`src/hdl/br_pkg.sv`:
```
`default_nettype none

////////////////////
// branch prediction shared definitions
////////////////////

package br_pkg;

    // word address width
    // byte address bits [1:0] are dropped before the front end
    localparam int pc_w = 30;

    // branch kind as stored in the btb and reported by the branch unit
    // br_none also means "no update this cycle" on the update port
    typedef enum logic [1:0] {
        // not a branch, or btb miss
        br_none = 2'b00,
        // conditional, direction from the pht
        br_cond = 2'b01,
        // call, always taken
        br_call = 2'b10,
        // return, always taken
        br_ret  = 2'b11
    } br_type_e;

endpackage

`default_nettype wire

```
`src/hdl/btb.sv`:
```
`timescale 1ns/1ps
`default_nettype none

// one bank of the branch target buffer
// direct mapped, indexed from address bit 1 upward
module btb #(
    parameter int btb_idx_w = 6,
    // value of address bit 0 held by this bank
    parameter bit bank = 1'b0
) (
    input  wire logic                        clk,
    input  wire logic                        arst_n,

    // lookup port
    input  wire logic [br_pkg::pc_w-1:0]     lookup_pc,
    output br_pkg::br_type_e                 br_type,
    output logic      [br_pkg::pc_w-1:0]     br_target,

    // update port, straight from the branch unit
    input  wire logic [br_pkg::pc_w-1:0]     branch_pc,
    input  br_pkg::br_type_e                 branch_br_type,
    input  wire logic [br_pkg::pc_w-1:0]     branch_br_target
);

    import br_pkg::*;

    ////////////////////
    // geometry
    ////////////////////

    // entries per bank
    localparam int depth = 1 << btb_idx_w;
    // tag is everything above the index
    // bit 0 is implied by the bank
    localparam int tag_w = pc_w - btb_idx_w - 1;

    ////////////////////
    // storage
    ////////////////////

    // one valid bit per entry
    logic [depth-1:0]     valid_q;
    // payload arrays
    logic [tag_w-1:0]     tag_q    [depth];
    br_type_e             type_q   [depth];
    logic [pc_w-1:0]      target_q [depth];

    ////////////////////
    // lookup
    ////////////////////

    logic [btb_idx_w-1:0] rd_idx;
    logic [tag_w-1:0]     rd_tag;
    logic                 rd_hit;

    // index and tag slices of the lookup address
    assign rd_idx = lookup_pc[btb_idx_w:1];
    assign rd_tag = lookup_pc[pc_w-1:btb_idx_w+1];

    // hit needs a live entry with the same tag
    assign rd_hit = valid_q[rd_idx] && (tag_q[rd_idx] == rd_tag);

    // miss reads as no branch with a zero target
    assign br_type   = rd_hit ? type_q[rd_idx]   : br_none;
    assign br_target = rd_hit ? target_q[rd_idx] : '0;

    ////////////////////
    // update
    ////////////////////

    logic [btb_idx_w-1:0] wr_idx;
    logic [tag_w-1:0]     wr_tag;
    logic                 wr_en;

    assign wr_idx = branch_pc[btb_idx_w:1];
    assign wr_tag = branch_pc[pc_w-1:btb_idx_w+1];

    // any real branch type is an update
    // only the bank owning branch_pc parity takes it
    assign wr_en = (branch_br_type != br_none) && (branch_pc[0] == bank);

    // valid bits
    // cleared by reset, set on write, never cleared otherwise
    always_ff @(posedge clk or negedge arst_n) begin
        if (!arst_n) begin
            valid_q <= '0;
        end else if (wr_en) begin
            valid_q[wr_idx] <= 1'b1;
        end
    end

    // payload write
    // overwrites the slot whatever tag it held before
    always_ff @(posedge clk) begin
        if (wr_en) begin
            tag_q[wr_idx]    <= wr_tag;
            type_q[wr_idx]   <= branch_br_type;
            target_q[wr_idx] <= branch_br_target;
        end
    end

endmodule

`default_nettype wire

```
`config.mk`:
```
export PLATFORM = sky130hd
export DESIGN_NAME = btb
export DESIGN_NICKNAME = d
export VERILOG_FILES = /design/src/hdl/br_pkg.sv /design/src/hdl/btb.sv
export SDC_FILE = /design/constraint.sdc
export NUM_CORES = 2
export LEC_CHECK = 0
export BUFFER_PORTS_ARGS = -buffer_cell sky130_fd_sc_hd__buf_2
export CORE_MARGIN = 2
export CORE_UTILIZATION = 45
export DETAILED_ROUTE_END_ITERATION = 10
export SKIP_LAST_GASP = 1
export SYNTH_ARGS = -nofsm -noshare
export SYNTH_HDL_FRONTEND = slang
export SYNTH_SLANG_ARGS = --single-unit
```
`constraint.sdc`:
```
create_clock -name clk -period 5.26 [get_ports clk]
set_input_delay 0.526 -clock clk [delete_from_list [all_inputs] [get_ports clk]]
set_output_delay 0.526 -clock clk [all_outputs]
set_load 0.05 [all_outputs]
```
==> results.py <==
metrics = {
    "outcome": {
        "status": "finished clean",
    },
    "setup_path": {
        "cp-end-kind": "output port",
        "crit_family": "buffers and inverters",
        "r2r-start": "valid_q[51]",
        "r2r_cells": 1,
        "cp_slowest_stage_delay_ps": 460,
        "worstPathMaxFanout": 37,
        "critPathKind": "in2out",
        "r2r_end": "valid_q[51]",
        "cp_cell_sequence": "buf_6 -> buf_4 -> mux4_2 -> mux2_2 -> a2bb2oi_1 -> o2111a_1 -> nor3_1 -> nand3b_1 -> nor4_4 -> buf_4 -> nor4b_4 -> buf_12 -> buf_12 -> and3_1 -> buf_2",
        "reg2reg_setup_slack_ps": 4460,
        "startpoint_type": "input port",
        "slowest_stage": "buf_6",
        "crit_buf_inv": 6,
        "worst_ep_required_time_ps": 4730,
        "arrival_ps": 4650,
    },
    "placed_design": {
        "hpwl_um": 214000,
        "io_buffers": 124,
        "gp_congestion": 0.802,
        "post_dp_cell_area_mm2": 0.146,
    },
    "layout": {
        "fin_area_mm2": 0.158,
        "nFillCells": 23400,
        "drive_gt1_share_pct": 30.5,
        "multi_input_area_mm2": 0.0291,
        "fin_nets": 6550,
        "syn_to_final_growth_pct": 14.9,
        "regArea_mm2": 0.107,
    },
    "yosys": {
        "synth_flop_cell": "edfxtp_1",
        "yosys_warnings": 0,
        "synth.area.top_cells": "edfxtp_1 77%, mux4_2 15%, mux2i_1 2.5%",
        "synth.distinct_cells": 68,
        "async_flop_share_pct": 1.79,
        "synthesis.area_mm2": 0.137,
        "synth_area_per_cell_um2": 23.2,
        "yosysMostFrequentCell": "edfxtp_1",
        "synthCells": 5927,
        "yosysSeqAreaShare_pct": 78.1,
        "yosys-top-cells-count": "3520 x edfxtp_1, 904 x mux4_2, 340 x mux2i_1",
        "synth_edf_count": 3520,
        "syn_nets": 6021,
        "synth_largest_area_cell": "edfxtp_1",
        "synth_seq_cells": 3584,
        "synth_top_area_share_pct": 76.9,
    },
    "drt": {
        "postRouteAntennaNets": 0,
        "drt_iter0_markers": 10200,
        "routedWlPerCell_um": 37.9,
        "drt-vias-per-instance": 6.44,
        "wl_met2_um": 193000,
        "wl_um": 407000,
        "via_count": 69200,
        "firstDrtPassIters": 5,
        "wl_met1_um": 164000,
        "drc": 0,
        "route.top_layer_used": "met5",
        "dr_wl_met3_um": 37300,
    },
    "cts": {
        "cts_tree": "yes",
        "clockBufferDepth": 4,
        "h-tree-depth": 5,
        "root_buffer": "clkbuf_16",
        "insertion_delay_ps": 900,
        "clock-sinks": 3584,
        "clk_pin_slew_ps": 60,
        "numCtsBuffers": 370,
    },
    "timing": {
        "tns_ps": 0,
        "skew_ps": 0,
        "slew_violations": 0,
        "rsz0062_at_grt": "no",
        "period_minus_slack_ps": 5170,
        "post-route-period-util_pct": 98.4,
        "relSlewSlack_pct": 1.05,
        "setup_viol": 0,
        "max_freq_mhz": 193,
        "tightest_slew_ps": 1480,
        "hold_viol_final": 0,
    },
    "floorplanning": {
        "die_y_um": 557,
        "die_w_um": 557,
        "row_count": 202,
        "coreArea_mm2": 0.303,
        "die-area_mm2": 0.310,
        "start_util_pct": 45.3,
        "ios": 126,
    },
    "hold_path": {
        "min_from": "branch_br_type[1]",
        "hp-class": "in2reg",
        "min_path_cells": 2,
        "hold_path_end": "type_q[8][1]",
    },
    "global_route": {
        "grt_pass1_wl_um": 554000,
        "grt_max_degree": 97,
        "overflow": 0,
        "grt_pass1_vias": 67400,
        "antenna_found_initial": 33,
        "grt_usage_pct": 26.0,
    },
    "run": {
        "drv_cap": 0,
    },
    "power": {
        "p_leak_nw": 50.5,
        "ir_drop_mv": 0.318,
        "power.density_mw_per_mm2": 381,
    },
}
## cells in the final DEF (no fill, tap or decap), types with 39 or more instances in the layout
| cell | n |
|---|---|
| edfxtp_1 | 3520 |
| mux4_2 | 904 |
| clkbuf_16 | 371 |
| mux2i_1 | 340 |
| buf_4 | 258 |
| a22oi_1 | 134 |
| buf_12 | 115 |
| clkinv_1 | 97 |
| buf_2 | 97 |
| nand2_1 | 91 |
| clkinv_2 | 70 |
| nand3_1 | 68 |
| nor2_4 | 65 |
| or2_2 | 65 |
| clkbuf_1 | 65 |
| dfrtp_1 | 64 |
| and3_1 | 39 |
## cell type report
class                   count  area share [%]
flip-flops and latches   3584            67.9
multi-input cells        2018            18.4
clock buffers             440            6.07
well taps                3978            3.15
repair buffers            475            3.04
clock inverters           231            1.34
inverters                   7          0.0261
diodes                     13          0.0206
## kinds of logic (layout without fill, tap and decap cells)
kind of cell / after synthesis / in the layout / synth area share [%]
buffers and inverters: 325 / 1153 / 1.18
and+or+nand+nor: 439 / 439 / 1.65
xor gates and xnor gates: 21 / 21 / 0.134
AOI/OAI and AO/OA: 296 / 296 / 1.54
other: 0 / 13 / 0
DFF: 3584 / 3584 / 78.1
muxes: 1262 / 1262 / 17.4
## repair_timing
action                     4_1_cts  5_1_grt
hold endpoints to repair        65        0
setup endpoints to repair       32       27
buffers inserted                 1        0
pin swaps                        0        0
hold buffers                     2        0
cloned                           1        0
gates resized for setup          5        4
## sequential cells by signal, summed over array words and instances, names as in the netlist
signal    flops
tag_q      1472
type_q      128
target_q   1920
valid_q      64
## layer usage
metal  global-route usage (%)  vias to the layer above
li1                         -                    26400
met1                     37.9                    38200
met2                     40.9                     3932
met3                     3.89                      637
met4                     7.89                        6
met5                        0                        -
## through the flow
stage               util, %  std cells  hold slack [ps]  setup WS (ps)  power, mW
finish                 52.1      10700              272           85.2       60.2
global route           52.1      10700              294           14.9       61.7
CTS                    52.1      10700              227           26.0       60.5
detailed placement     48.2      10100              449           -302       35.3
global placement       48.2      10100              445           -247       35.2
floorplan                 -       5927              230           1000       34.0
## power by group
group,total (mW),internal (mW),switching [mW]
registers,31.7,31.6,0.0731
clock network,25.5,14.5,11.0
logic,3.00,1.23,1.77
## worst max-delay path by stage
stage,slack (ps),end,cells after the start,start
floorplan,1000,br_target[10],10,lookup_pc[1]
global placement,-250,br_target[18],15,lookup_pc[2]
detailed placement,-300,br_target[13],15,lookup_pc[2]
CTS,30,br_target[5],13,tag_q[8][21]
global route,10,br_target[15],11,tag_q[4][6]
finish,90,br_target[13],15,lookup_pc[4]
Power figures use the tool's default switching activity.
