<file path="config.mk">
export PLATFORM = sky130hd
export DESIGN_NAME = pht
export DESIGN_NICKNAME = d
export VERILOG_FILES = /design/src/hdl/br_pkg.sv /design/src/hdl/pht_pkg.sv /design/src/hdl/pht.sv
export SDC_FILE = /design/constraint.sdc
export NUM_CORES = 1
export LEC_CHECK = 0
export BUFFER_PORTS_ARGS = -buffer_cell sky130_fd_sc_hd__buf_4
export CORE_ASPECT_RATIO = 0.5
export CORE_MARGIN = 8
export CORE_UTILIZATION = 45
export CTS_BUF_LIST = sky130_fd_sc_hd__clkbuf_4 sky130_fd_sc_hd__clkbuf_8
export CTS_CLUSTER_SIZE = 24
export DETAILED_ROUTE_END_ITERATION = 16
export SETUP_SLACK_MARGIN = 0.4
export SYNTH_ARGS = -nofsm -noshare
export SYNTH_HDL_FRONTEND = slang
export SYNTH_SLANG_ARGS = --single-unit
</file>
<file path="constraint.sdc">
create_clock -name clk -period 4.89 [get_ports clk]
set_clock_uncertainty 0.2 [all_clocks]
set_input_delay 0.7335 -clock clk [delete_from_list [all_inputs] [get_ports clk]]
set_output_delay 0.7335 -clock clk [all_outputs]
set_load 0.02 [all_outputs]
</file>
<file path="src/hdl/br_pkg.sv">
`default_nettype none

////////////////////
// branch prediction shared definitions
////////////////////

package br_pkg;

    // word address width
    // byte address bits [1:0] are dropped before the front end
    localparam int pc_w = 30;

    // branch kind as stored in the btb and reported by the branch unit
    // br_none also means "no update this cycle" on the update port
    typedef enum logic [1:0] {
        // not a branch, or btb miss
        br_none = 2'b00,
        // conditional, direction from the pht
        br_cond = 2'b01,
        // call, always taken
        br_call = 2'b10,
        // return, always taken
        br_ret  = 2'b11
    } br_type_e;

endpackage

`default_nettype wire

</file>
<file path="src/hdl/pht_pkg.sv">
`default_nettype none

////////////////////
// direction counter definitions
////////////////////

package pht_pkg;

    // 2-bit saturating counter
    // upper half predicts taken
    typedef enum logic [1:0] {
        strong_nt = 2'b00,
        weak_nt   = 2'b01,
        weak_t    = 2'b10,
        strong_t  = 2'b11
    } pht_state_e;

    // state of every counter out of reset
    // one taken update is enough to flip the prediction
    localparam pht_state_e pht_reset_state = weak_nt;

endpackage

`default_nettype wire

</file>
<file path="src/hdl/pht.sv">
`timescale 1ns/1ps
`default_nettype none

// one bank of 2-bit direction counters
// untagged, indexed from address bit 1 upward
module pht #(
    parameter int pht_idx_w = 7,
    // value of address bit 0 held by this bank
    parameter bit bank = 1'b0
) (
    input  wire logic                        clk,
    input  wire logic                        arst_n,

    // lookup port
    input  wire logic [br_pkg::pc_w-1:0]     lookup_pc,
    output logic                             taken,

    // update port, straight from the branch unit
    input  wire logic [br_pkg::pc_w-1:0]     branch_pc,
    input  br_pkg::br_type_e                 branch_br_type,
    input  wire logic                        branch_jump
);

    import br_pkg::*;
    import pht_pkg::*;

    // counters per bank
    localparam int depth = 1 << pht_idx_w;

    // one step toward strong_t or strong_nt
    // sticks at either end
    function automatic pht_state_e sat_step(input pht_state_e cur, input logic up);
        pht_state_e nxt;
        nxt = cur;
        case (cur)
            strong_nt: nxt = up ? weak_nt  : strong_nt;
            weak_nt:   nxt = up ? weak_t   : strong_nt;
            weak_t:    nxt = up ? strong_t : weak_nt;
            strong_t:  nxt = up ? strong_t : weak_t;
            default:   nxt = pht_reset_state;
        endcase
        return nxt;
    endfunction

    ////////////////////
    // counter array
    ////////////////////

    pht_state_e           cnt_q [depth];

    ////////////////////
    // lookup
    ////////////////////

    logic [pht_idx_w-1:0] rd_idx;

    assign rd_idx = lookup_pc[pht_idx_w:1];

    // upper half of the counter range
    assign taken = (cnt_q[rd_idx] == weak_t) || (cnt_q[rd_idx] == strong_t);

    ////////////////////
    // update
    ////////////////////

    logic [pht_idx_w-1:0] wr_idx;
    logic                 wr_en;
    pht_state_e           wr_next;

    assign wr_idx = branch_pc[pht_idx_w:1];

    // conditional branches only, and only in the owning bank
    assign wr_en = (branch_br_type == br_cond) && (branch_pc[0] == bank);

    // resolved direction picks the step
    assign wr_next = sat_step(cnt_q[wr_idx], branch_jump);

    // whole array returns to the reset state
    always_ff @(posedge clk or negedge arst_n) begin
        if (!arst_n) begin
            for (int i = 0; i < depth; i++) begin
                cnt_q[i] <= pht_reset_state;
            end
        end else if (wr_en) begin
            cnt_q[wr_idx] <= wr_next;
        end
    end

endmodule

`default_nettype wire

</file>
==> metrics.yaml, run 1 <==
first_pass_iters: 5
rows: 45
arrival_ns: 3.32
syn_nets: 1502
finalHoldViolations: 0
drc: 0
clock_sinks: 256
worstPathRequired_ns: 3.96
largest_register_ffs: 256
die_area_sq_um: 36900
drtAntennaViolNets: 0
grt_max_degree: 134
switchingPower_w: 0.00132
fillers: 2716
overflow: 0
final_max_slew_viol_count: 0
synth-edff-count: 0
cts_buffers: 40
syn_to_final_growth_pct: 10.8
wl_per_cell_um: 22.5
reg.largest.list: "cnt_q (256)"
core_area_sq_um: 30300
antenna-diode-count: 0
regMostFlops: "cnt_q"
crit_start: "lookup_pc[1]"
fmax_mhz: 235
pwr-share-comb_pct: 11.9
clockBufferDepth: 3
viasPerCell: 6.05
yosysMostFrequentCell: "nor2_1"
critPathMaxFanout: 18
stdcell_area_sq_um: 15300
insertion_delay_ns: 0.58
finalWorstSetupSlack_ns: 0.639
tightest_slew_ns: 1.12
leakage_nw: 5.89
ys_warn_count: 0
clkTransAtPathRegs_ns: 0.07
antenna_found_initial: 0
cap_violations: 0
postCtsSetupBuffers: 0
fin_nets: 1499
hpwlAfterDp_um: 27000
hold_buffers: 0
drive_gt1_share_pct: 25.8
p_clk_share_pct: 41.5
worstReg2RegStart: "cnt_q[185]$_DFFE_PN0P_"
synth_common_cells: "nor2_1 (243), nand2_1 (233), a21oi_1 (141)"
drtIter0Drc: 1075
rsz0062_at_grt: "false"
synth-seq-cells: 256
min_period_ns: 4.25
cp-start-kind: "primary input"
start_util_pct: 45.6
hold-worst-slack_ns: 0.144
internal_power_w: 0.00360
htreeDepth: 2
netlist_top_cells_area: "dfstp_2 (24%), dfrtp_1 (23%), mux4_2 (11%)"
status: "finished clean"
final.setup.tns_ns: 0
num_io_pins: 66
cts-root-buf: "clkbuf_8"
setup_viol_count_final: 0
seq_area_frac_synth_pct: 47.5
grt_pass1_vias: 11136
cts_resized: 0
syn-mean-instance-area_sq_um: 9.62
period_share_pct: 86.9
syn_area_sq_um: 13800
worstSetupPathType: "in2out"
p_total_w: 0.00492
via_count: 11266
vdd_drop_max_mv: 0.138
dp_slack_ns: 0.625
synthFlopType: "dfstp_2"
grt_pass1_wl_um: 65500
synth_top_area_cell: "dfstp_2"
portBuffers: 20
drt-total-wl_um: 41800
tritoncts: "done"
netlist-cell-type-count: 56
dieWidth_um: 264
placed_area_sq_um: 14400
relSlewSlack_pct: 25.5
power.density_nw_per_um2: 321
synth_top_area_share_pct: 24.3
power_frac_seq_pct: 46.6
hp-class: "in2async"
r2r_slack_ns: 1.73
swShare_pct: 26.8
die_h_um: 140
grt_usage_pct: 22.5
gp_congestion: 0.861
syn_inst: 1437
critPathCaptureType: "primary output"
async_flop_share_pct: 100
-- cell usage in the layout (no fill, tap or decap), types with 3 or more instances in the layout --
| master | count |
|---|---|
| nor2b_1 | 15 |
| and3_1 | 3 |
| a31oi_1 | 24 |
| dfstp_2 | 128 |
| dfrtp_1 | 128 |
| clkbuf_4 | 15 |
| mux4_2 | 69 |
| mux2i_1 | 24 |
| a2111oi_0 | 3 |
| o21ai_0 | 138 |
| nor2_1 | 242 |
| nand2_1 | 233 |
| a21oi_1 | 141 |
| a221o_1 | 5 |
| buf_12 | 9 |
| nand3_1 | 15 |
| o31ai_2 | 9 |
| o22ai_1 | 3 |
| mux2_2 | 23 |
| a22o_1 | 8 |
| o211ai_1 | 4 |
| a221oi_1 | 13 |
| a22oi_1 | 11 |
| nand2b_1 | 5 |
| nor3b_1 | 4 |
| o31ai_1 | 20 |
| and2_1 | 7 |
| nor3_2 | 3 |
| nor3_1 | 7 |
| a211o_1 | 3 |
| clkinv_2 | 3 |
| mux2_1 | 3 |
| buf_4 | 57 |
| inv_1 | 4 |
| clkbuf_8 | 51 |
-- power groups by stage --
| stage | sequential [W] | combinational (W) | clock (W) |
|---|---|---|---|
| 6_report | 0.00229 | 0.000584 | 0.00204 |
| 5_1_grt | 0.00230 | 0.000630 | 0.00218 |
| 4_1_cts | 0.00229 | 0.000582 | 0.00208 |
| 3_5_place_dp | 0.00233 | 0.000581 | 0 |
| 3_3_place_gp | 0.00232 | 0.000567 | 0 |
| 2_1_floorplan | 0.00230 | 0.000373 | 0 |
-- per-stage QoR --
| step | util [%] | std cells |
|---|---|---|
| 2_1_floorplan | - | 1437 |
| 3_3_place_gp | 47.6 | 1791 |
| 3_5_place_dp | 47.6 | 1791 |
| 4_1_cts | 50.6 | 1863 |
| 5_1_grt | 50.6 | 1863 |
| 6_report | 50.6 | 1863 |
-- per-layer routing --
metal | wire (um) | track usage, % | vias up
li1 | - | - | 5140
met1 | 19000 | 31.9 | 5548
met2 | 18200 | 33.6 | 494
met3 | 3640 | 5.61 | 84
met4 | 1040 | 7.03 | 0
met5 | 0 | 0 | -
-- worst max-delay path, stage by stage --
cell and delay, ns:
buf_4 0.31, buf_12 0.25, mux4_2 0.55, mux4_2 0.53, mux4_2 0.48, mux2_2 0.27, buf_4 0.16
-- final cells by class --
cell class / instances / area, sq um / share of cell area, %
clock inverter: 6 / 83.8 / 0.547
sequential: 256 / 6570 / 42.9
inverter: 6 / 22.5 / 0.147
tap: 399 / 499 / 3.26
clock buffer: 66 / 815 / 5.32
multi-input combinational: 1063 / 6710 / 43.8
timing repair buffer: 67 / 623 / 4.07
-- cell families after synthesis --
group                      after synthesis  synth area share (%)
and+or+nand+nor                        540                  15.7
buffers and inverters                  118                  4.12
AOI/OAI and AO/OA                      401                  17.4
adders and majority gates                3                 0.226
DFF                                    256                  47.5
muxes                                  119                  15.1
-- final timing paths --
| kind | to | cells after the start |
|---|---|---|
| max reg2reg | cnt_q[222]$_DFFE_PN1P_ | 9 |
| min | cnt_q[21]$_DFFE_PN0P_ | 1 |
| min reg2reg | cnt_q[22]$_DFFE_PN1P_ | 2 |
| max in group asynchronous | cnt_q[158]$_DFFE_PN1P_ | 2 |
| max | taken | 7 |
| min in group clk | cnt_q[22]$_DFFE_PN1P_ | 2 |
No activity file was read; power rests on OpenSTA's default activity.
==> run 2: changes to the inputs <==
- ABC_AREA: unset -> 1
==> metrics.yaml, run 2 <==
r2r_slack_ns: 2.01  # was 1.73 ns
slowest_delay_ns: 0.56  # was 0.55 ns
setup_viol_count_final: 0  # unchanged
syn_area_sq_um: 15700  # was 13,800 sq um
syn_to_final_growth_pct: 9.32  # was 10.8%
final_max_slew_viol_count: 0  # unchanged
start_util_pct: 45.6  # about the same
reg.largest.list: "cnt_q (256)"  # unchanged
vdd_drop_max_mv: 0.154  # was 0.138 mV
cts_buffers: 42  # was 40
drt-total-wl_um: 54400  # was 41,800 um
clockBufferDepth: 3  # unchanged
die_area_sq_um: 41500  # was 36,900 sq um
period_share_pct: 81.9  # was 86.9%
mostFrequentLayoutCell: "nand2_1"  # was nor2_1
drtAntennaViolNets: 0  # unchanged
cts_resized: 0  # unchanged
synth_top_area_cell: "nand2_1"  # was dfstp_2
drc: 0  # unchanged
tightest_slew_ns: 1.07  # was 1.12 ns
htreeDepth: 2  # unchanged
crit_family: "buffers and inverters"  # was multiplexers
drive_gt1_share_pct: 11.8  # was 25.8%
synth-seq-cells: 256  # unchanged
cap_violations: 0  # unchanged
portBuffers: 20  # unchanged
insertion_delay_ns: 0.59  # was 0.58 ns
min_period_ns: 4.01  # was 4.25 ns
fmax_mhz: 250  # was 235 MHz
grt_pass1_vias: 14476  # was 11,136
clock_sinks: 256  # unchanged
fin_nets: 2448  # was 1,499
status: "finished clean"  # unchanged
tritoncts: "done"  # unchanged
critPathMaxFanout: 17  # was 18
final.setup.tns_ns: 0  # unchanged
worst-path-buf-inv: 4  # was 3
netlist-cell-type-count: 30  # was 56
critPathCaptureType: "primary output"  # unchanged
met2WireLength_um: 22400  # was 18,200 um
core_area_sq_um: 34400  # was 30,300 sq um
num_io_pins: 66  # unchanged
rows: 48  # was 45
dieWidth_um: 280  # was 264 um
wl_per_cell_um: 18.8  # was 22.5 um
first_pass_iters: 5  # unchanged
layout_common_cells: "nand2_1 (951), nand3_1 (314), inv_1 (268)"  # was nor2_1 (242), nand2_1 (233), a21oi_1 (141)
synth_top_area_share_pct: 22.8  # was 24.3%
ys_warn_count: 0  # unchanged
drtIter0Drc: 1748  # was 1,075
grt_usage_pct: 26.1  # was 22.5%
postCtsSetupBuffers: 0  # unchanged
regMostFlops: "cnt_q"  # unchanged
async_flop_share_pct: 100  # unchanged
clkTransAtPathRegs_ns: 0.06  # was 0.07 ns
seq_area_frac_synth_pct: 41.8  # was 47.5%
grt_max_degree: 107  # was 134
gp_congestion: 0.899  # was 0.861
crit_chain: "buf_4 -> inv_1 -> buf_4 -> nor2_1 -> o21ai_0 -> o21ai_0 -> o211ai_1 -> nand3_1 -> a21o_1 -> nand2_1 -> buf_4"  # was buf_4 -> buf_12 -> mux4_2 -> mux4_2 -> mux4_2 -> mux2_2 -> buf_4
netlist_top_cells_area: "nand2_1 (23%), dfstp_2 (21%), dfrtp_1 (20%)"  # was dfstp_2 (24%), dfrtp_1 (23%), mux4_2 (11%)
hold-worst-slack_ns: 0.267  # was 0.144 ns
largest_register_ffs: 256  # unchanged
route.met3.wl_um: 5700  # was 3640 um
finalHoldViolations: 0  # unchanged
cp-start-kind: "primary input"  # unchanged
hp-class: "reg2reg"  # was in2async
relSlewSlack_pct: 28.5  # was 25.5%
die_h_um: 148  # was 140 um
routed.top_layer: "met4"  # unchanged
syn-mean-instance-area_sq_um: 6.51  # was 9.62 sq um
leakage_nw: 8.01  # was 5.89 nW
antenna_found_initial: 1  # was 0
syn_inst: 2411  # was 1,437
synth-edff-count: 0  # unchanged
yosysMostFrequentCell: "nand2_1"  # was nor2_1
hpwlAfterDp_um: 33200  # was 27,000 um
overflow: 0  # unchanged
cpMostUsedCell: "buf_4"  # was mux4_2
worstSetupPathType: "in2out"  # unchanged
viasPerCell: 5.37  # was 6.05
rsz0062_at_grt: "false"  # unchanged
syn_nets: 2476  # was 1,502
arrival_ns: 3.07  # was 3.32 ns
hold_buffers: 1  # was 0
via_count: 15524  # was 11,266
synth_common_cells: "nand2_1 (953), nand3_1 (314), inv_1 (268)"  # was nor2_1 (243), nand2_1 (233), a21oi_1 (141)
antenna-diode-count: 0  # unchanged
grt_pass1_wl_um: 85200  # was 65,500 um
synthFlopType: "dfstp_2"  # unchanged
cts-root-buf: "clkbuf_8"  # unchanged
route.layer.met1.wl_um: 25300  # was 19,000 um
cp_slowest_cell: "inv_1"  # was mux4_2
power.density_nw_per_um2: 284  # was 321 nW/um^2
worstPathRequired_ns: 3.96  # about the same
run 2: cell types whose count changed in the layout (fill, tap and decap cells not counted), sizes merged, moves of 26 or more:
cell / previous run / this run
mux4: 69 / 0
nand2: 233 / 954
nor2: 243 / 132
mux2: 26 / 0
inv: 5 / 272
nand3: 15 / 314
nor3: 10 / 98
o31ai: 30 / 2
a21oi: 141 / 96
run 2: path summary, 6_finish.rpt:
check,end,from,cells past startpoint
hold / removal,cnt_q[50]$_DFFE_PN1P_,cnt_q[50]$_DFFE_PN1P_,2
max in group asynchronous,cnt_q[34]$_DFFE_PN1P_,arst_n,3
setup reg to reg,cnt_q[186]$_DFFE_PN1P_,cnt_q[36]$_DFFE_PN1P_,14
min in group asynchronous,cnt_q[101]$_DFFE_PN0P_,arst_n,2
setup / recovery,taken,lookup_pc[1],11
hold reg to reg,cnt_q[50]$_DFFE_PN1P_,cnt_q[50]$_DFFE_PN1P_,2
run 2: routing by layer:
layer	track usage [%]	up-vias
met1	38.5	7259
met3	6.85	90
met4	6.33	0
met5	0	-
li1	-	7515
met2	37.7	660
run 2: power by group:
group / total (W) / switching [W] / internal [W]
sequential: 0.00220 / 0.0000212 / 0.00218
combinational: 0.000579 / 0.000449 / 0.000130
clock: 0.00209 / 0.000950 / 0.00114
run 2: area by class of cell:
class / count / area [sq um]
Clock buffer: 75 / 895
Timing Repair Buffer: 68 / 646
Sequential cell: 256 / 6570
Fill cell: 3482 / 17300
Multi-Input combinational cell: 1739 / 7410
Tap cell: 475 / 594
Clock inverter: 2 / 12.5
Inverter: 276 / 1040
run 2: worst min-delay path, cell delays in order, from the launching register on:
cell and delay [ns]:
dfstp_2 0.37, nand2_1 0.05, nand2_1 0.05
run 2: cell families after synthesis:
group | count (synthesis) | synth area share, %
AND/OR/NAND/NOR | 1501 | 39.3
AO/OA/AOI/OAI | 238 | 7.78
buffers and inverters | 416 | 11.1
flip-flops | 256 | 41.8
run 2: stage by stage:
stage	instances	setup WS, ns	power [W]	util [%]	area (sq um)
floorplan	2411	1.84	0.00256	-	15700
global placement	2813	0.850	0.00280	47.2	16200
detailed placement	2813	0.828	0.00280	47.2	16200
CTS	2891	0.970	0.00489	49.9	17200
global route	2891	0.852	0.00504	49.9	17200
finish	2891	0.883	0.00487	49.9	17200
